**src/video_pkg.sv**
```systemverilog
`default_nettype none

package video_pkg;

    // Raster geometry in pixels per line
    localparam int h_total      = 512;
    localparam int h_active     = 384;
    localparam int h_sync_start = 416;
    localparam int h_sync_end   = 448;

    // Raster geometry in lines per frame
    localparam int v_total      = 262;
    localparam int v_active     = 224;
    localparam int v_sync_start = 236;
    localparam int v_sync_end   = 239;

    typedef logic [8:0] count_t;

    // One pixel from a layer stream
    typedef struct packed {
        logic [3:0] grp;
        logic [3:0] idx;
    } layer_pxl_t;

    localparam logic [3:0] transparent_idx = 4'hf;

    localparam int num_layers = 4;
    typedef logic [1:0] layer_id_t;

    // Layer number, group, index
    typedef logic [9:0] pal_addr_t;
    localparam pal_addr_t backdrop_addr = '1;
    localparam int pal_entries = 1024;

    // RGB444 palette entry
    typedef logic [11:0] pal_color_t;

    typedef struct packed {
        logic [7:0] r;
        logic [7:0] g;
        logic [7:0] b;
    } rgb_t;

    // Layer input to RGB output
    localparam int pix_delay = 2;

    typedef struct packed {
        logic hblank;
        logic vblank;
        logic hsync;
        logic vsync;
    } blank_t;

endpackage

`default_nettype wire

```
**src/regs_pkg.sv**
```systemverilog
`default_nettype none

package regs_pkg;

    import video_pkg::*;

    // Register byte offsets
    localparam logic [12:0] reg_layer_ctrl  = 13'h000;
    localparam logic [12:0] reg_layer_en    = 13'h004;
    localparam logic [12:0] reg_raster_line = 13'h008;
    localparam logic [12:0] reg_status      = 13'h00c;

    // Palette window select
    localparam int pal_window_bit = 12;

    typedef struct packed {
        logic        psel;
        logic        penable;
        logic        pwrite;
        logic [12:0] paddr;
        logic [15:0] pwdata;
    } apb_req_t;

    // Field 0 draws at the bottom, field 3 on top
    typedef layer_id_t [3:0] layer_order_t;

    typedef struct packed {
        layer_order_t order;
        logic [3:0]   layer_en;
        count_t       raster_line;
    } video_cfg_t;

    typedef struct packed {
        logic       we;
        pal_addr_t  addr;
        pal_color_t color;
    } pal_wr_t;

endpackage

`default_nettype wire

```
**src/layer_mixer.sv**
```systemverilog
`default_nettype none

module layer_mixer (
    input  wire                    clk,
    input  wire                    rst,
    input  video_pkg::layer_pxl_t  [video_pkg::num_layers-1:0] layer_pxl,
    input  regs_pkg::video_cfg_t   cfg,
    output video_pkg::pal_addr_t   pal_addr
);

    import video_pkg::*;

    pal_addr_t  sel_addr;
    logic       found;
    layer_id_t  id;
    layer_pxl_t pxl;

    // Top-down search through the draw order
    always_comb begin
        sel_addr = backdrop_addr;
        found    = 1'b0;
        id       = '0;
        pxl      = '0;
        for (int i = num_layers - 1; i >= 0; i--) begin
            id  = cfg.order[i];
            pxl = layer_pxl[id];
            if (!found && cfg.layer_en[id] && pxl.idx != transparent_idx) begin
                found    = 1'b1;
                sel_addr = {id, pxl.grp, pxl.idx};
            end
        end
    end

    // A real pixel never has index 15, so it cannot alias the backdrop entry
    always_ff @(posedge clk or posedge rst) begin
        if (rst) begin
            pal_addr <= backdrop_addr;
        end else begin
            pal_addr <= sel_addr;
        end
    end

endmodule

`default_nettype wire

```
**config.mk**
```make
export PLATFORM = sky130hd
export DESIGN_NAME = layer_mixer
export DESIGN_NICKNAME = d
export VERILOG_FILES = /design/src/video_pkg.sv /design/src/regs_pkg.sv /design/src/layer_mixer.sv
export SDC_FILE = /design/constraint.sdc
export NUM_CORES = 1
export LEC_CHECK = 0
export BUFFER_PORTS_ARGS = -buffer_cell sky130_fd_sc_hd__buf_2
export CELL_PAD_IN_SITES_DETAIL_PLACEMENT = 2
export CELL_PAD_IN_SITES_GLOBAL_PLACEMENT = 2
export CORE_UTILIZATION = 35
export CTS_BUF_LIST = sky130_fd_sc_hd__clkbuf_2
export CTS_CLUSTER_DIAMETER = 40
export DETAILED_ROUTE_END_ITERATION = 12
export HOLD_SLACK_MARGIN = 0.08
export PLACE_DENSITY_LB_ADDON = 0.1
export REMOVE_ABC_BUFFERS = 1
export SLEW_MARGIN = 30
export SYNTH_ARGS = -nofsm -noshare
export SYNTH_HDL_FRONTEND = slang
export SYNTH_SLANG_ARGS = --single-unit
```
**constraint.sdc**
```tcl
create_clock -name clk -period 1.2 [get_ports clk]
set_input_delay 0.06 -clock clk [delete_from_list [all_inputs] [get_ports clk]]
set_output_delay 0.06 -clock clk [all_outputs]
set_load 0.05 [all_outputs]
```
==> flow_metrics.py <==
metrics = {
    "timing": {
        "fmax_mhz": 608,
        "finalSetupTns_ps": -3940,
        "layout_min_cycle_time_ps": 1640,
        "setup_violations": 10,
        "finalHoldViolations": 0,
        "setup_ws_ps": -445,
        "min_period_over_period": 1.37,
        "slew_violations": 0,
        "relSlewSlack": 0.660,
        "rsz0062_at_grt": "true",
        "worst_pin_slew_ps": 511,
    },
    "detailed_routing": {
        "first_pass_iters": 8,
        "avgViaCountPerCell": 6.92,
        "avgRoutedWirePerCell_um": 33.7,
        "drt_iter0_markers": 228,
        "drc_errors": 3,
        "antenna_left": 0,
        "drt_wl_total_um": 9730,
        "vias": 1999,
    },
    "grt": {
        "grt_overflow": 0,
        "grt_pass1_wl_um": 13800,
        "grt_antenna_before_repair": 0,
        "grt_max_degree": 11,
        "grtUsageTotal": 0.382,
        "grt_pass1_vias": 2168,
    },
    "cts": {
        "clk_pin_slew_ps": 100,
        "cts_tree": "built",
        "clock_sinks": 10,
        "htreeDepth": 1,
        "cts_buffers": 3,
        "clockBufferDepth": 2,
        "cts_root_buffer": "clkbuf_2",
    },
    "die": {
        "fp.dieH_um": 71.0,
        "die_area_sq_mm": 0.00503,
        "fp.coreArea_sq_mm": 0.00447,
        "io_pins": 65,
        "num_rows": 24,
        "start_util": 0.372,
        "dieWidth_um": 71.0,
    },
    "final_layout": {
        "top_register": "pal_addr",
        "largest_register_ffs": 10,
        "layout_commonest_cell": "buf_4",
        "drive_above_1_share": 0.797,
        "n_antenna_cell": 0,
        "reg_top3": "pal_addr x10",
        "most-common-layout-cells": "buf_4 (60), buf_2 (51), mux4_2 (32)",
        "syn_to_final_growth_pct": 58.4,
        "final_nets": 294,
    },
    "setup_path": {
        "crit_fanout": 6,
        "worstPathArrival_ps": 1840,
        "critPathKind": "input port to register",
        "cp-end-kind": "register",
        "critPathLaunchType": "input port",
        "crit_required_ps": 1400,
    },
    "placed_design": {
        "preCtsSetupSlack_ps": -726,
        "portBuffers": 55,
        "globalplace.congestion": 0.797,
        "dp_hpwl_um": 5470,
    },
    "synthesis": {
        "synth_seq_area_share": 0.158,
        "synth_area_per_cell_sq_um": 13.2,
        "ys_top_cells_by_area": "mux4_2 (42%), dfstp_2 (16%), mux4_1 (7.9%)",
        "postSynthCellCount": 126,
        "synth_cell_types": 34,
        "synth-seq-cells": 10,
        "synth_top_area_share": 0.420,
        "yosys_warnings": 0,
        "syn_area_sq_mm": 0.00166,
        "synth_top_area_cell": "mux4_2",
    },
    "run_status": {
        "status": "finished with violations",
        "violations": "design-rule violations, negative setup slack",
    },
    "hold_path": {
        "hold_path.class": "input port to register",
    },
    "job": {
        "drv_cap": 0,
    },
    "power_and_ir_drop": {
        "power_density_mw_per_mm2": 904,
        "cellLeakagePower_nw": 1.14,
        "vdd_drop_max_v": 0.000332,
    },
}
-- critical path, stage by stage --
cell     delay, ps
buf_2          130
mux4_2         590
buf_6          170
a22oi_4        290
nand4_4        240
mux2_4         350
-- routing by layer --
layer	global-route usage	share of wire
met1	0.494	0.39
met2	0.651	0.49
met3	0.0712	0.081
met4	0.120	0.041
met5	0	0
-- path summary, 6_finish.rpt --
path / slack [ps] / end / from / depth (start not counted)
worst max-delay path: -440 / pal_addr[0] / cfg[12] / 6
max in group asynchronous: 570 / pal_addr[7] / rst / 3
min in group asynchronous: 590 / pal_addr[0] / rst / 3
worst min-delay path: 340 / pal_addr[8] / cfg[15] / 4
-- cell families after synthesis --
logic type,after synthesis,share of synthesized area
buf+inv,23,0.0714
compound gates,26,0.135
flops,10,0.158
mux,38,0.512
simple gates,29,0.123
-- cell usage after synthesis --
library cell and instances:
nor2_1 5, buf_6 2, a222oi_1 1, clkbuf_2 3
o221ai_1 4, mux4_1 5, nand4_4 3, clkbuf_1 2
a32oi_1 1, and2_0 1, a21boi_1 1, nand4_1 2
nand3_1 6, nand2_1 3, buf_2 2, a2bb2oi_1 5
mux4_2 31, dfstp_2 10, o311ai_1 1, mux2_1 2
inv_1 11, a221oi_1 3, a22oi_4 1, buf_4 3
and3_1 1, o21ai_0 1, and3_2 2, o31ai_1 2
and2_1 2, a211oi_1 3, nand3b_1 3, a22oi_1 2
nand2b_1 1, o22ai_1 1
-- repair_timing --
action	4_1_cts	5_1_grt
gates cloned	1	0
endpoints found under the hold margin	10	0
resized for setup	35	11
endpoints found under the setup margin	10	10
pin swaps	13	10
buffers inserted	14	7
hold buffers	1	0
-- where the power goes --
part | total (mW) | switching, mW | internal (mW) | leakage (nW)
logic | 1.73 | 0.984 | 0.742 | 1.02
registers | 0.476 | 0.0162 | 0.459 | 0.105
clock network | 0.180 | 0.112 | 0.0681 | 0.0125
total | 2.38 | 1.11 | 1.27 | 1.14
-- cell type report --
type / instances / area, sq um
Tap cell: 52 / 65.1
Timing Repair Buffer: 119 / 821
Sequential cell: 10 / 263
Clock buffer: 3 / 15.0
Fill cell: 404 / 1840
Multi-Input combinational cell: 94 / 1430
Inverter: 11 / 41.3
-- through the flow --
step,hold slack [ps],util,power (mW),instances,area (sq um)
final,342,0.589,2.38,289,2640
after global routing,357,0.589,2.44,289,2640
after CTS,328,0.565,2.16,282,2530
after detailed placement,319,0.501,1.80,263,2240
after global placement,299,0.501,1.74,263,2240
after floorplan,146,-,1.26,114,1590
(Power assumes the default switching activity.)
