## src/video_pkg.sv

```systemverilog
`default_nettype none

package video_pkg;

    // Raster geometry in pixels per line
    localparam int h_total      = 512;
    localparam int h_active     = 384;
    localparam int h_sync_start = 416;
    localparam int h_sync_end   = 448;

    // Raster geometry in lines per frame
    localparam int v_total      = 262;
    localparam int v_active     = 224;
    localparam int v_sync_start = 236;
    localparam int v_sync_end   = 239;

    typedef logic [8:0] count_t;

    // One pixel from a layer stream
    typedef struct packed {
        logic [3:0] grp;
        logic [3:0] idx;
    } layer_pxl_t;

    localparam logic [3:0] transparent_idx = 4'hf;

    localparam int num_layers = 4;
    typedef logic [1:0] layer_id_t;

    // Layer number, group, index
    typedef logic [9:0] pal_addr_t;
    localparam pal_addr_t backdrop_addr = '1;
    localparam int pal_entries = 1024;

    // RGB444 palette entry
    typedef logic [11:0] pal_color_t;

    typedef struct packed {
        logic [7:0] r;
        logic [7:0] g;
        logic [7:0] b;
    } rgb_t;

    // Layer input to RGB output
    localparam int pix_delay = 2;

    typedef struct packed {
        logic hblank;
        logic vblank;
        logic hsync;
        logic vsync;
    } blank_t;

endpackage

`default_nettype wire

```

## src/video_timing.sv

```systemverilog
`default_nettype none

module video_timing (
    input  wire                clk,
    input  wire                rst,
    output video_pkg::count_t  hcount,
    output video_pkg::count_t  vcount,
    output logic               line_start,
    output video_pkg::blank_t  blank
);

    import video_pkg::*;

    logic h_last;
    logic v_last;

    assign h_last = (hcount == count_t'(h_total - 1));
    assign v_last = (vcount == count_t'(v_total - 1));

    // Line counter only moves on the last pixel of a line
    always_ff @(posedge clk or posedge rst) begin
        if (rst) begin
            hcount <= '0;
            vcount <= '0;
        end else begin
            if (h_last) begin
                hcount <= '0;
                if (v_last) begin
                    vcount <= '0;
                end else begin
                    vcount <= vcount + 9'd1;
                end
            end else begin
                hcount <= hcount + 9'd1;
            end
        end
    end

    assign line_start = (hcount == '0);

    // Blanking past the visible area
    assign blank.hblank = (hcount >= count_t'(h_active));
    assign blank.vblank = (vcount >= count_t'(v_active));

    // Sync pulses sit inside the blanking
    assign blank.hsync = (hcount >= count_t'(h_sync_start))
                      && (hcount <  count_t'(h_sync_end));
    assign blank.vsync = (vcount >= count_t'(v_sync_start))
                      && (vcount <  count_t'(v_sync_end));

endmodule

`default_nettype wire

```

## config.mk

```make
export PLATFORM = sky130hd
export DESIGN_NAME = video_timing
export DESIGN_NICKNAME = d
export VERILOG_FILES = /design/src/video_pkg.sv /design/src/video_timing.sv
export SDC_FILE = /design/constraint.sdc
export NUM_CORES = 1
export LEC_CHECK = 0
export BUFFER_PORTS_ARGS = -buffer_cell sky130_fd_sc_hd__buf_4
export CORE_MARGIN = 2
export CORE_UTILIZATION = 50
export CTS_CLUSTER_SIZE = 25
export DETAILED_ROUTE_END_ITERATION = 12
export HOLD_SLACK_MARGIN = 0.15
export PLACE_DENSITY = 0.76
export SLEW_MARGIN = 10
export SYNTH_ARGS = -nofsm -noshare
export SYNTH_HDL_FRONTEND = slang
export SYNTH_SLANG_ARGS = --single-unit
```

## constraint.sdc

```tcl
create_clock -name clk -period 5.06 [get_ports clk]
set_clock_uncertainty 0.05 [all_clocks]
set_input_delay 0.506 -clock clk [delete_from_list [all_inputs] [get_ports clk]]
set_output_delay 0.506 -clock clk [all_outputs]
set_load 0.01 [all_outputs]
```

==> metrics.yaml, run 1 <==
clock.fmax_mhz: 416
slew_headroom: 0.561
antenna_left: 0
reg2regPathDepth: 7
synth_top_family_by_area: "simple AND/OR/NAND/NOR gates"
port_buffers: 24
placed_area_um2: 1150
cts_made_buffers: 3
diodes: 0
cts_tree: "yes"
initial_core_util: 0.538
die-area_um2: 2260
drive_above_1_share: 0.262
syn-cell-area_um2: 948
setup_ws_ns: 2.66
post-dp-hpwl_um: 1400
rrSetupSlack_ns: 2.66
clock-root-buffer: "clkbuf_4"
min_period_over_period: 0.475
drc_errors: 0
post-cts-setup-buffer-count: 0
cts_sinks: 18
drv_cap: 0
n_fill_cell: 155
synth_compound_area_frac: 0.0752
ys_seq_elements: 18
crit_path_start: "hcount[0]"
timing.rr.start: "hcount[0]"
cp.required_ns: 5.22
setup_viol: 0
whs_ns: 0.251
area_delta_synth_final_pct: 25.2
worstMarginPinSlew_ns: 0.658
overflow: 0
rows: 15
drt-wirelength-per-cell_um: 12.8
fin_nets: 131
path_class: "register to register"
dr.first_iter.drc_count: 12
ff_latch_area_um2: 450
cp-end-kind: "register"
gp_congestion: 0.746
clk_pin_slew_worst_paths_ns: 0.10
pre_cts_ws_ns: 2.72
critPathLaunchType: "register"
ctsResizeCount: 0
die_x_um: 47.6
power_per_cell_area_nw_per_um2: 197
synth-adder-area-share: 0.0792
vias: 752
setup-tns-final_ns: 0
timing.rr.end: "vcount[8]"
synth_xor_area_frac: 0.0646
synthSimpleGateAreaFrac: 0.265
p_leak_nw: 0.564
hold_path.class: "primary input to asynchronous set/reset pin"
clk_latency_ns: 0.29
die_h_um: 47.6
grt_pass1_wl_um: 2960
antenna_found_initial: 0
yosys_warnings: 0
grt_max_degree: 19
multi_input_area_um2: 470
hold_viol: 0
synthMuxAreaShare: 0.0119
cp_max_fo: 17
cts_max_level: 1
drtPass1Iterations: 4
syn_inst: 96
grt_pass1_vias: 651
core_um2: 1760
ir_drop_uv: 184
arrival_ns: 2.56
yosysSeqAreaShare: 0.475
avgSynthCellArea_um2: 9.88
drt-total-wl_um: 1880
synth_cell_type_count: 28
slew_viol_final: 0
vias_per_cell: 5.12
min_period_ns: 2.40
ios: 25
final_core_util: 0.673
cts_buffer_depth: 2
fin_area_um2: 1190
outcome: "completed"
synth_nets: 104
grtUsageTotal: 0.185
cts_hold_buf: 0
rsz0062_at_grt: "false"
## report_power, final
group,switching (mW),internal (mW)
Clock,0.0432,0.0438
Sequential,0,0.144
Combinational,0.00267,0.000524
Total,0.0459,0.188
## registers in the layout, summed over array words and instances, names as in the netlist
register  count
vcount        9
hcount        9
## area by class of cell
type                       instances  share of cell area
clock buffer                       4              0.0306
multi-input combinational         71               0.396
timing repair buffer              24               0.152
inverter                           5              0.0158
sequential                        18               0.379
tap                               25              0.0263
## Yosys cell counts
library cell,count,share of area
clkbuf_1,1,0.0040
or2_2,1,0.0066
or3_1,4,0.026
nor2_1,8,0.032
nand2_1,10,0.040
a21oi_1,3,0.016
dfrtp_1,18,0.47
o22ai_1,1,0.0066
mux2_2,1,0.012
a22oi_1,1,0.0079
nand2b_1,3,0.020
inv_1,5,0.020
or4b_4,1,0.015
nor3_1,1,0.0053
and4b_1,1,0.011
and2_1,1,0.0066
nor2b_1,1,0.0066
nand4_1,4,0.026
o211ai_1,1,0.0079
o21ai_0,7,0.037
xor2_1,5,0.046
clkbuf_2,1,0.0053
nor4_1,2,0.013
nand3_1,5,0.026
nor4_4,1,0.022
ha_1,6,0.079
and3b_1,1,0.0092
xnor2_1,2,0.018
## layer usage
| metal | global-route usage | routed length, um |
|---|---|---|
| met1 | 0.279 | 921 |
| met2 | 0.265 | 878 |
| met3 | 0.0340 | 63 |
| met4 | 0.0649 | 12 |
| met5 | 0 | 0 |
## cells in the final DEF (no fill, tap or decap), drive strengths merged, types with 5 or more instances in the layout
cell type,netlist,routed
o21ai,7,7
xor2,5,5
nand3,5,5
nand2,10,10
dfrtp,18,18
buf,0,24
nor2,8,8
inv,5,5
ha,6,6
## through the flow
step / power [mW] / cells
floorplan: 0.149 / 96
global placement: 0.150 / 143
detailed placement: 0.150 / 143
CTS: 0.238 / 147
global route: 0.246 / 147
finish: 0.234 / 147
## how the worst max path moves through the flow
stage                     slack [ns]        end
after floorplan                 3.15  vcount[8]
after detailed placement        2.72  vcount[8]
final                           2.66  vcount[8]
after CTS                       2.66  vcount[8]
after global placement          2.88  vcount[8]
after global routing            2.38  vcount[8]
## worst max-delay path, stage by stage (launching register included)
cell and delay, ns:
dfrtp_1 0.43, ha_1 0.27, nand3_1 0.10, nor2_1 0.10, ha_1 0.52, nand4_1 0.30, or3_1 0.41, a22oi_1 0.15
## cells by family after synthesis
family,Yosys count
flip-flops,18
AO/OA/AOI/OAI,13
buffers and inverters,7
XOR/XNOR,7
multiplexers,1
AND/OR/NAND/NOR,44
adder cells (fa/ha/maj),6
Power figures use the tool's default switching activity.
==> run 2, diff against run 1 <==
Settings changed: ABC_AREA set to 1, CORE_UTILIZATION 50 to 47, PLACE_DENSITY 0.76 to 0.74.
Clock period 5.06 ns to 2.2 ns, I/O delays scaled along.
==> run 2 against run 1 <==
Net effect: fmax grew 21%; die area up 17%; utilization fell by 5.8 points; register-to-register slack lost 2.4 ns; hold slack gained 0.22 ns; clock-buffer cell count is the same; non-clock buffer count grew 2; power increased by 130%; clock power up 130%.
==> metrics.yaml, run 2 <==
outcome: "completed"
area_delta_synth_final_pct: 26.2
ios: 25
antenna_left: 0
syn_inst: 148
yosysSeqAreaShare: 0.426
fin_area_um2: 1330
syn-cell-area_um2: 1060
min_period_over_period: 0.903
post-dp-hpwl_um: 1790
cts_max_level: 1
synth_async_sr_flop_share: 1.00
drtPass1Iterations: 5
yosys_warnings: 0
min_period_ns: 1.99
grtUsageTotal: 0.194
placed_cells: 200
die-area_um2: 2650
synth_top_cell_by_area: "dfrtp_1"
overflow: 0
hold_path.class: "register to register"
ys_seq_elements: 18
setup-tns-final_ns: 0
clk_latency_ns: 0.29
core_um2: 2170
drv_cap: 0
clock-root-buffer: "clkbuf_4"
synthFlopType: "dfrtp_1"
hold_viol: 0
vias_per_cell: 5.00
power_per_cell_area_nw_per_um2: 408
mostFrequentLayoutCell: "nand2_1"
placed_area_um2: 1270
final_core_util: 0.615
synth_cell_type_count: 16
timing.rr.end: "vcount[5]"
grtUsageMet3: 0.0175
top_regs: "hcount: 9 flops, vcount: 9 flops"
synth_xor_area_frac: 0
gp_congestion: 0.887
rsz0062_at_grt: "false"
antenna_found_initial: 0
synth_top_area_share: 0.426
grt_util_met1: 0.254
cp-end-kind: "register"
clk_pin_slew_worst_paths_ns: 0.11
path_class: "register to register"
vias: 1024
synth-adder-area-share: 0.0710
p_leak_nw: 0.741
timing.rr.start: "hcount[0]"
top_usage_layer: "met2"
post-cts-setup-buffer-count: 0
synthMuxAreaShare: 0
whs_ns: 0.470
fin_nets: 186
arrival_ns: 2.13
dr.first_iter.drc_count: 17
cts_sinks: 18
drt-total-wl_um: 2310
stdcell_count: 205
cp.required_ns: 2.34
drive_above_1_share: 0.209
yosysMostFrequentCell: "nand2_1"
slew_viol_final: 0
critPathLaunchType: "register"
cp_max_fo: 10
die_h_um: 51.4
drc_errors: 0
hold-path-cell-count: 1
avgSynthCellArea_um2: 7.14
synth_nets: 156
holdPathEnd: "hcount[0]"
clock.fmax_mhz: 504
synth_top_family_by_area: "simple AND/OR/NAND/NOR gates"
synthSimpleGateAreaFrac: 0.361
synth_edf_count: 0
synthTopCellsByCount: "40 x nand2_1, 25 x inv_1, 24 x nor2_1"
cts_buffer_depth: 2
initial_core_util: 0.487
n_fill_cell: 206
grt_pass1_wl_um: 3910
drt-wirelength-per-cell_um: 11.2
slew_headroom: 0.547
grt_max_degree: 19
worstMarginPinSlew_ns: 0.678
cts_made_buffers: 3
reg2regPathDepth: 11
synth.area.top_cells: "dfrtp_1 43%, nand2_1 14%, inv_1 8.9%, nor2_1 8.5%, nand3_1 7.6%"
setup_viol: 0
rrSetupSlack_ns: 0.21
met2_usage: 0.333
diodes: 0
port_buffers: 24
grt_pass1_vias: 968
final_cell_mix: "40 x nand2_1, 25 x inv_1, 25 x buf_4"
die_x_um: 51.4
hold_start: "hcount[0]"
rows: 17
cts_tree: "yes"
ir_drop_uv: 322
synth_compound_area_frac: 0.0426
[run 2: power by group]
group	internal (mW)	switching (mW)	leakage, nW
Sequential	0.331	0	0.237
Combinational	0.00236	0.00659	0.483
Clock	0.101	0.104	0.0210
Total	0.434	0.110	0.741
[run 2: how the worst max path moves through the flow]
stage,to,startpoint,cells past startpoint
2_1_floorplan,vcount[5],hcount[0],12
3_3_place_gp,vcount[5],hcount[0],11
3_5_place_dp,vcount[5],hcount[0],11
4_1_cts,vcount[5],hcount[0],11
5_1_grt,vcount[8],hcount[0],11
6_report,vcount[5],hcount[0],11
[run 2: cells by family (layout without fill, tap and decap cells)]
logic type	after synthesis	in the layout
AO/OA/AOI/OAI	9	9
adder cells (fa/ha/maj)	6	6
buffers and inverters	27	56
flip-flops	18	18
AND/OR/NAND/NOR	88	88
[run 2: metrics by stage]
step / power [mW] / setup slack (ns)
3_3_place_gp: 0.345 / 0.260
6_report: 0.544 / 0.214
5_1_grt: 0.558 / 0.0297
4_1_cts: 0.546 / 0.0619
2_1_floorplan: 0.342 / 0.323
3_5_place_dp: 0.345 / 0.0944
[run 2: metal layers]
layer  vias to the layer above  wire length (um)
li1                        512                 -
met1                       480              1040
met2                        30              1150
met3                         2                99
met4                         0                16
met5                         -                 0
[run 2: timing repair]
item,4_1_cts,5_1_grt
endpoints found under the hold margin,18,0
resized for setup,0,3
hold buffers,1,0
setup endpoints to repair,0,6
[run 2: final cells by class]
type,count,area (um^2),share of cell area
Timing Repair Buffer,26,198,0.148
Multi-Input combinational cell,103,517,0.387
Inverter,26,97.6,0.0732
Tap cell,28,35.0,0.0263
Clock buffer,4,36.3,0.0272
Sequential cell,18,450,0.338
[run 2: critical path, cell delays in order, from the launching register on]
cell and delay [ns]:
dfrtp_1 0.43, ha_1 0.20, nand2_1 0.09, nor2_2 0.16
nand3_1 0.11, nor2_1 0.18, ha_4 0.20, inv_2 0.09
nor2_2 0.18, nand3_1 0.09, nand2_1 0.07, inv_1 0.03
