`config.mk`:
```
export PLATFORM = sky130hd
export DESIGN_NAME = video_regs
export DESIGN_NICKNAME = d
export VERILOG_FILES = /design/src/video_pkg.sv /design/src/regs_pkg.sv /design/src/video_regs.sv
export SDC_FILE = /design/constraint.sdc
export NUM_CORES = 1
export LEC_CHECK = 0
export ABC_AREA = 1
export BUFFER_PORTS_ARGS = -buffer_cell sky130_fd_sc_hd__buf_2
export CORE_MARGIN = 2
export CORE_UTILIZATION = 39
export DETAILED_ROUTE_END_ITERATION = 16
export GPL_TIMING_DRIVEN = 0
export PLACE_DENSITY = 0.76
export SLEW_MARGIN = 30
export SYNTH_ARGS = -nofsm -noshare
export SYNTH_HDL_FRONTEND = slang
export SYNTH_SLANG_ARGS = --single-unit
```
`constraint.sdc`:
```
create_clock -name clk -period 1.3 [get_ports clk]
set_input_delay 0.26 -clock clk [delete_from_list [all_inputs] [get_ports clk]]
set_output_delay 0.26 -clock clk [all_outputs]
set_load 0.005 [all_outputs]
```
`src/video_pkg.sv`:
```
`default_nettype none

package video_pkg;

    // Raster geometry in pixels per line
    localparam int h_total      = 512;
    localparam int h_active     = 384;
    localparam int h_sync_start = 416;
    localparam int h_sync_end   = 448;

    // Raster geometry in lines per frame
    localparam int v_total      = 262;
    localparam int v_active     = 224;
    localparam int v_sync_start = 236;
    localparam int v_sync_end   = 239;

    typedef logic [8:0] count_t;

    // One pixel from a layer stream
    typedef struct packed {
        logic [3:0] grp;
        logic [3:0] idx;
    } layer_pxl_t;

    localparam logic [3:0] transparent_idx = 4'hf;

    localparam int num_layers = 4;
    typedef logic [1:0] layer_id_t;

    // Layer number, group, index
    typedef logic [9:0] pal_addr_t;
    localparam pal_addr_t backdrop_addr = '1;
    localparam int pal_entries = 1024;

    // RGB444 palette entry
    typedef logic [11:0] pal_color_t;

    typedef struct packed {
        logic [7:0] r;
        logic [7:0] g;
        logic [7:0] b;
    } rgb_t;

    // Layer input to RGB output
    localparam int pix_delay = 2;

    typedef struct packed {
        logic hblank;
        logic vblank;
        logic hsync;
        logic vsync;
    } blank_t;

endpackage

`default_nettype wire

```
`src/regs_pkg.sv`:
```
`default_nettype none

package regs_pkg;

    import video_pkg::*;

    // Register byte offsets
    localparam logic [12:0] reg_layer_ctrl  = 13'h000;
    localparam logic [12:0] reg_layer_en    = 13'h004;
    localparam logic [12:0] reg_raster_line = 13'h008;
    localparam logic [12:0] reg_status      = 13'h00c;

    // Palette window select
    localparam int pal_window_bit = 12;

    typedef struct packed {
        logic        psel;
        logic        penable;
        logic        pwrite;
        logic [12:0] paddr;
        logic [15:0] pwdata;
    } apb_req_t;

    // Field 0 draws at the bottom, field 3 on top
    typedef layer_id_t [3:0] layer_order_t;

    typedef struct packed {
        layer_order_t order;
        logic [3:0]   layer_en;
        count_t       raster_line;
    } video_cfg_t;

    typedef struct packed {
        logic       we;
        pal_addr_t  addr;
        pal_color_t color;
    } pal_wr_t;

endpackage

`default_nettype wire

```
`src/video_regs.sv`:
```
`default_nettype none

module video_regs (
    input  wire                    clk,
    input  wire                    rst,
    input  regs_pkg::apb_req_t     apb,
    output logic [15:0]            prdata,
    output logic                   pslverr,
    input  video_pkg::count_t      vcount,
    input  wire                    line_start,
    output regs_pkg::video_cfg_t   cfg,
    output regs_pkg::pal_wr_t      pal_wr,
    output logic                   raster
);

    import regs_pkg::*;

    logic access;
    logic in_window;
    logic mapped;
    logic wr_en;
    logic rd_en;

    // Access phase of a transfer
    assign access    = apb.psel && apb.penable;
    assign in_window = apb.paddr[pal_window_bit];
    assign wr_en     = access && apb.pwrite;
    assign rd_en     = access && !apb.pwrite;

    assign mapped = (apb.paddr == reg_layer_ctrl)
                 || (apb.paddr == reg_layer_en)
                 || (apb.paddr == reg_raster_line)
                 || (apb.paddr == reg_status);

    // Error on unmapped offsets and on writes to the read-only status
    assign pslverr = access && !in_window
                  && (!mapped || (apb.pwrite && apb.paddr == reg_status));

    // Read data is valid in the access cycle
    always_comb begin
        prdata = '0;
        if (rd_en && !in_window) begin
            case (apb.paddr)
                reg_layer_ctrl:  prdata[7:0] = cfg.order;
                reg_layer_en:    prdata[3:0] = cfg.layer_en;
                reg_raster_line: prdata[8:0] = cfg.raster_line;
                reg_status:      prdata[8:0] = vcount;
                default:         prdata = '0;
            endcase
        end
    end

    always_ff @(posedge clk or posedge rst) begin
        if (rst) begin
            cfg <= '0;
        end else if (wr_en && !in_window) begin
            case (apb.paddr)
                reg_layer_ctrl:  cfg.order       <= apb.pwdata[7:0];
                reg_layer_en:    cfg.layer_en    <= apb.pwdata[3:0];
                reg_raster_line: cfg.raster_line <= apb.pwdata[8:0];
                default: ;
            endcase
        end
    end

    // Palette entries sit on a 4-byte stride, so address bits 11:2 pick the entry
    assign pal_wr.we    = wr_en && in_window;
    assign pal_wr.addr  = apb.paddr[11:2];
    assign pal_wr.color = apb.pwdata[11:0];

    // Pulse on the pixel after the start of the programmed line
    always_ff @(posedge clk or posedge rst) begin
        if (rst) begin
            raster <= 1'b0;
        end else begin
            raster <= line_start && (vcount == cfg.raster_line);
        end
    end

endmodule

`default_nettype wire

```
==> impl_results.md, run 1 <==
- Root buffer selected by CTS: clkbuf_8
- 1st-pass router iterations: 4
- Layout cells sized above 1: 57.9%
- Worst min-delay path category: in -> async
- Die H: 71.1 um
- Status: finished with violations
- Critical Path Fanout Max: 5
- Post-DP HPWL: 3760 um
- Placed Area: 2320 um^2
- FMAX: 0.583 GHz
- Peak supply drop: 0.000520 V
- DRT Wirelength: 5690 um
- Mean Syn Cell Area: 7.34 um^2
- Final WS setup: -0.414 ns
- Register area share after synthesis: 31.4%
- Slew Viols, Final: 0
- Antenna violations before repair: 0
- Post-DRT Antenna Nets: 0
- Reg clk slew, reported paths: 0.09 ns
- TritonCTS clock tree: yes
- CP endpoint kind: output port
- Syn Inst Count: 239
- Final Cycle Share: 132%
- Gp weighted congestion: 0.900
- Htree depth: 1
- Worst path max stage delay: 0.17 ns
- P_leak: 1.50 nW
- Cells along the critical path: buf_6, nor2_4, nand2_2, nor2_4, buf_6, buf_6, nand3_2, and3_4, nor2_2, buf_2
- Most common cell on crit path: buf_6
- Residual DRC: 0
- Failing checks: negative setup slack
- Place WS: -0.515 ns
- Distinct cells, synth: 30
- Post-DR vias/cell: 4.84
- Deepest clock path buffer count: 2
- Flops & latches, synth: 22
- WS Path Type: in -> out
- Fin. Hold Viols: 0
- Area growth syn-to-layout: 60.8%
- Final clock skew: 0.00783 ns
- Commonest non-fill, non-tap cell in the layout: buf_2
- Startpoint types: input port
- Vias: 2000
- Rel. slew slack: 41.4%
- Io pins: 106
- Starting density of the core: 40.3%
- Vias in the first global route: 1881
- Clock Sinks: 22
- Slowest stage cell, crit path: nor2_4
- First-pass GRT wire length: 8650 um
- Largest net degree at the start of global routing: 23
- CP Data Required Time: 1.04 ns
- Overall global routing resource usage: 21.2%
- Final min period: 1.71 ns
- Routed WL per cell: 13.8 um
- Die W: 71.1 um
- Design area: 2820 um^2
- Number of cell rows: 24
- Total gr overflow: 0
- Hold Slack: 0.163 ns
- Worst-Skew Late Latency: 0.27 ns
- Die ar.: 5050 um^2
- Core ar.: 4350 um^2
- Layout Utilization: 64.8%
- Most frequent cells in the layout: 82 x buf_2, 44 x buf_4, 27 x nand2_1
- Setup violators final: 10
- Detailed Route Iter0 Violations: 87
- Syn. warnings: 0
- N_diodes: 0
- Max Cap Viol: 0
- Layout Nets: 406
- Filler cells: 386
- Worst-margin pin slew: 0.878 ns
- Signal arrival time at the worst endpoint: 1.45 ns
- RSZ-0062 raised after global routing: yes
- CTS Buf Count: 3
- Pwr per Cell Area: 586 nW/um^2
- Port Buf Inserts: 91
- Synth Cell Area: 1750 um^2
==> area by class of cell <==
cell class / count / area [um^2] / area share [%]
multi-input cells: 160 / 992 / 35.2
repair buffers: 112 / 729 / 25.9
flip-flops and latches: 22 / 551 / 19.5
plain buffers: 35 / 307 / 10.9
inverters: 28 / 106 / 3.77
well taps: 52 / 65.1 / 2.31
clock buffers: 3 / 41.3 / 1.46
clock inverters: 1 / 30.0 / 1.06
==> worst paths after layout <==
| path | end | slack, ns | depth (start not counted) | startpoint |
|---|---|---|---|---|
| setup / recovery | prdata[5] | -0.41 | 10 | apb[16] |
| hold / removal | cfg[7] | 0.16 | 2 | rst |
| setup reg to reg | raster | 0.32 | 4 | cfg[8] |
| hold reg to reg | cfg[11] | 0.52 | 2 | cfg[11] |
| max in group asynchronous | cfg[3] | 0.59 | 2 | rst |
| min in group clk | raster | 0.24 | 3 | line_start |
==> routing by layer <==
metal	vias to the layer above	wire length [um]	global-route usage, %
met3	6	457	3.70
met5	-	0	0
met2	94	2930	37.6
li1	981	-	-
met4	0	41	5.87
met1	919	2260	26.4
==> report_power, final <==
group          internal, W  leakage (nW)  switching, W
clock network     0.000411        0.0357      0.000232
logic             0.000175          1.16      0.000152
registers         0.000684         0.302   0.000000264
total              0.00127          1.50      0.000385
==> critical path: cells and delay by family <==
kind,cells,cell delay [ns]
and+or+nand+nor,6,0.73
buffers and inverters,4,0.47
==> Yosys cell counts (all sizes together) <==
cell type / count / area (um^2)
nand2: 41 / 159
o21ai: 25 / 155
xnor2: 3 / 26.3
nand3: 24 / 155
clkinv: 1 / 3.75
buf: 35 / 284
conb: 1 / 3.75
nor2: 40 / 175
dfrtp: 22 / 551
a21oi: 2 / 13.8
nor3: 1 / 5.00
and3: 2 / 12.5
xor2: 3 / 26.3
o21a: 1 / 7.51
nand4: 9 / 62.6
o22ai: 2 / 12.5
inv: 27 / 101
==> flip-flops by register name (all words and copies together) (netlist names) <==
signal,cells
raster,1
cfg,21
==> metrics by stage <==
step,cells,setup TNS (ns),total power [W]
CTS,405,-3.29,0.00164
floorplan,245,-0.712,0.000851
finish,413,-3.47,0.00165
detailed placement,388,-8.17,0.000974
global route,413,-4.49,0.00171
global placement,388,-7.56,0.000969
==> what timing repair did <==
action | 4_1_cts | 5_1_grt
endpoints found under the setup margin | 10 | 31
cloned | 4 | 1
gates resized for setup | 29 | 45
hold buffers | 0 | 0
pin swaps | 14 | 18
buffers inserted | 9 | 8
==> logic make-up after synthesis <==
family / count (synthesis) / share of synthesized area (%)
XOR/XNOR: 6 / 3.00
AO/OA/AOI/OAI: 30 / 10.8
AND/OR/NAND/NOR: 117 / 32.5
buffers and inverters: 63 / 22.2
other: 1 / 0.214
flip-flops: 22 / 31.4
Power figures use the tool's default switching activity.
==> inputs of run 2 (changes only) <==
==> constraint.sdc (replaced) <==
create_clock -name clk -period 1.3 [get_ports clk]
set_input_delay 0.26 -clock clk [delete_from_list [all_inputs] [get_ports clk]]
set_output_delay 0.26 -clock clk [all_outputs]
set_load 0.1 [all_outputs]
==> impl_results.md, run 2 (synthesized netlist as in run 1, its figures left out) <==
- P_leak: 1.55 nW
- Largest net degree at the start of global routing: 23
- Status: finished with violations
- RSZ-0062 raised after global routing: yes
- DP Cell Count: 388
- Final WS setup: -0.479 ns
- Routed WL per cell: 14.5 um
- Reg-to-Reg Start: cfg[8]
- Non-filler instance count after layout: 412
- Setup violators final: 27
- Gp weighted congestion: 0.856
- First-pass GRT wire length: 8760 um
- Worst-margin pin slew: 0.869 ns
- Die ar.: 5050 um^2
- Final clock skew: 0.00343 ns
- CP endpoint kind: output port
- Fin. Hold Viols: 0
- Rel. slew slack: 42.0%
- Filler cells: 300
- Die H: 71.1 um
- Post-DR vias/cell: 5.01
- Register Area: 577 um^2
- Peak supply drop: 0.000512 V
- Io pins: 106
- Vias in the first global route: 1922
- Failing checks: negative setup slack
- Number of cell rows: 24
- DRT Wirelength: 5990 um
- Most frequent cells in the layout: 60 x buf_4, 53 x buf_2, 30 x nand2_1
- Setup TNS: -5.60 ns
- Final Cycle Share: 137%
- Htree depth: 1
- Core ar.: 4350 um^2
- Clock Sinks: 22
- CP Data Required Time: 1.04 ns
- Top reg by flops: cfg
- Worst-Skew Late Latency: 0.26 ns
- TritonCTS clock tree: yes
- Deepest clock path buffer count: 2
- Worst min-delay path category: in -> async
- Area taken by multi-input logic gates: 1140 um^2
- CP Launch Point: apb[26]
- Detailed Route Iter0 Violations: 87
- WS Path Type: in -> out
- Max Cap Viol: 0
- Largest registers: cfg (21), raster (1)
- Starting density of the core: 40.3%
- Port Buf Inserts: 91
- FMAX: 0.562 GHz
- Signal arrival time at the worst endpoint: 1.52 ns
- Antenna violations before repair: 0
- CTS Buf Count: 3
- Area growth syn-to-layout: 84.5%
- Vias: 2065
- Pwr per Cell Area: 568 nW/um^2
- Residual DRC: 0
- Post-DRT Antenna Nets: 0
- Slew Viols, Final: 0
- Reg clk slew, reported paths: 0.08 ns
- 1st-pass router iterations: 5
- Startpoint types: input port
- Max reg flops: 21
- Final min period: 1.78 ns
- N_diodes: 0
- Overall global routing resource usage: 21.9%
- Hold Slack: 0.165 ns
- Die W: 71.1 um
- Post-DP HPWL: 3880 um
- Critical Path Fanout Max: 7
- Root buffer selected by CTS: clkbuf_8
- Total gr overflow: 0
- Commonest non-fill, non-tap cell in the layout: buf_4
- Layout Nets: 405
- Layout cells sized above 1: 67.8%
-- run 2: report_power, final --
group          total, W  switching [W]  leakage, nW  internal (W)
sequential     0.000684    0.000000263        0.268      0.000683
combinational  0.000710       0.000527         1.26      0.000182
clock          0.000447       0.000228       0.0228      0.000219
total           0.00184       0.000755         1.55       0.00108
-- run 2: path summary, 6_finish.rpt --
check	end	slack, ns	cells after the start
worst max-delay path	prdata[4]	-0.48	11
worst min-delay path	cfg[17]	0.16	2
worst max register to register	raster	0.30	4
worst min register to register	cfg[4]	0.51	2
max in group asynchronous	cfg[13]	0.55	2
min in group clk	cfg[4]	0.25	3
-- run 2: critical path: stages --
cell and delay, ns:
buf_8 0.10, nor2_4 0.09, nand2_2 0.06, nor2_4 0.11
buf_12 0.16, buf_12 0.13, nand3_4 0.11, nor2_4 0.14
nor2_2 0.05, nor2_4 0.13, buf_12 0.18
-- run 2: repair_timing --
item,in CTS,in global routing
hold buffers,0,0
gates resized for setup,95,40
setup endpoints to repair,32,30
buffers inserted,11,5
cloned,2,2
pin swaps,24,19
endpoints found under the hold margin,0,0
-- run 2: final cells by class --
type / instances / area share, %
buffer: 35 / 9.74
clock buffer: 4 / 1.39
inverter: 28 / 3.48
multi-input combinational: 160 / 35.3
sequential: 22 / 17.8
tap: 52 / 2.01
timing repair buffer: 111 / 30.3
-- run 2: metal layers --
metal  GRT usage [%]  vias up  routed length, um
met1            26.6      950               2270
met4            6.50        0                170
met5               0        -                  0
met3            4.13       17                487
li1                -      984                  -
met2            39.1      114               3060
-- run 2: metrics by stage --
stage                     worst slack, ns  utilization, %  total power [W]  area (um^2)
after floorplan                    -0.522               -          0.00122         1940
after global placement             -0.783            56.5          0.00134         2460
after detailed placement           -0.796            56.5          0.00134         2460
after CTS                          -0.467            68.0          0.00182         2960
after global routing               -0.533            74.3          0.00191         3240
final                              -0.479            74.3          0.00184         3240
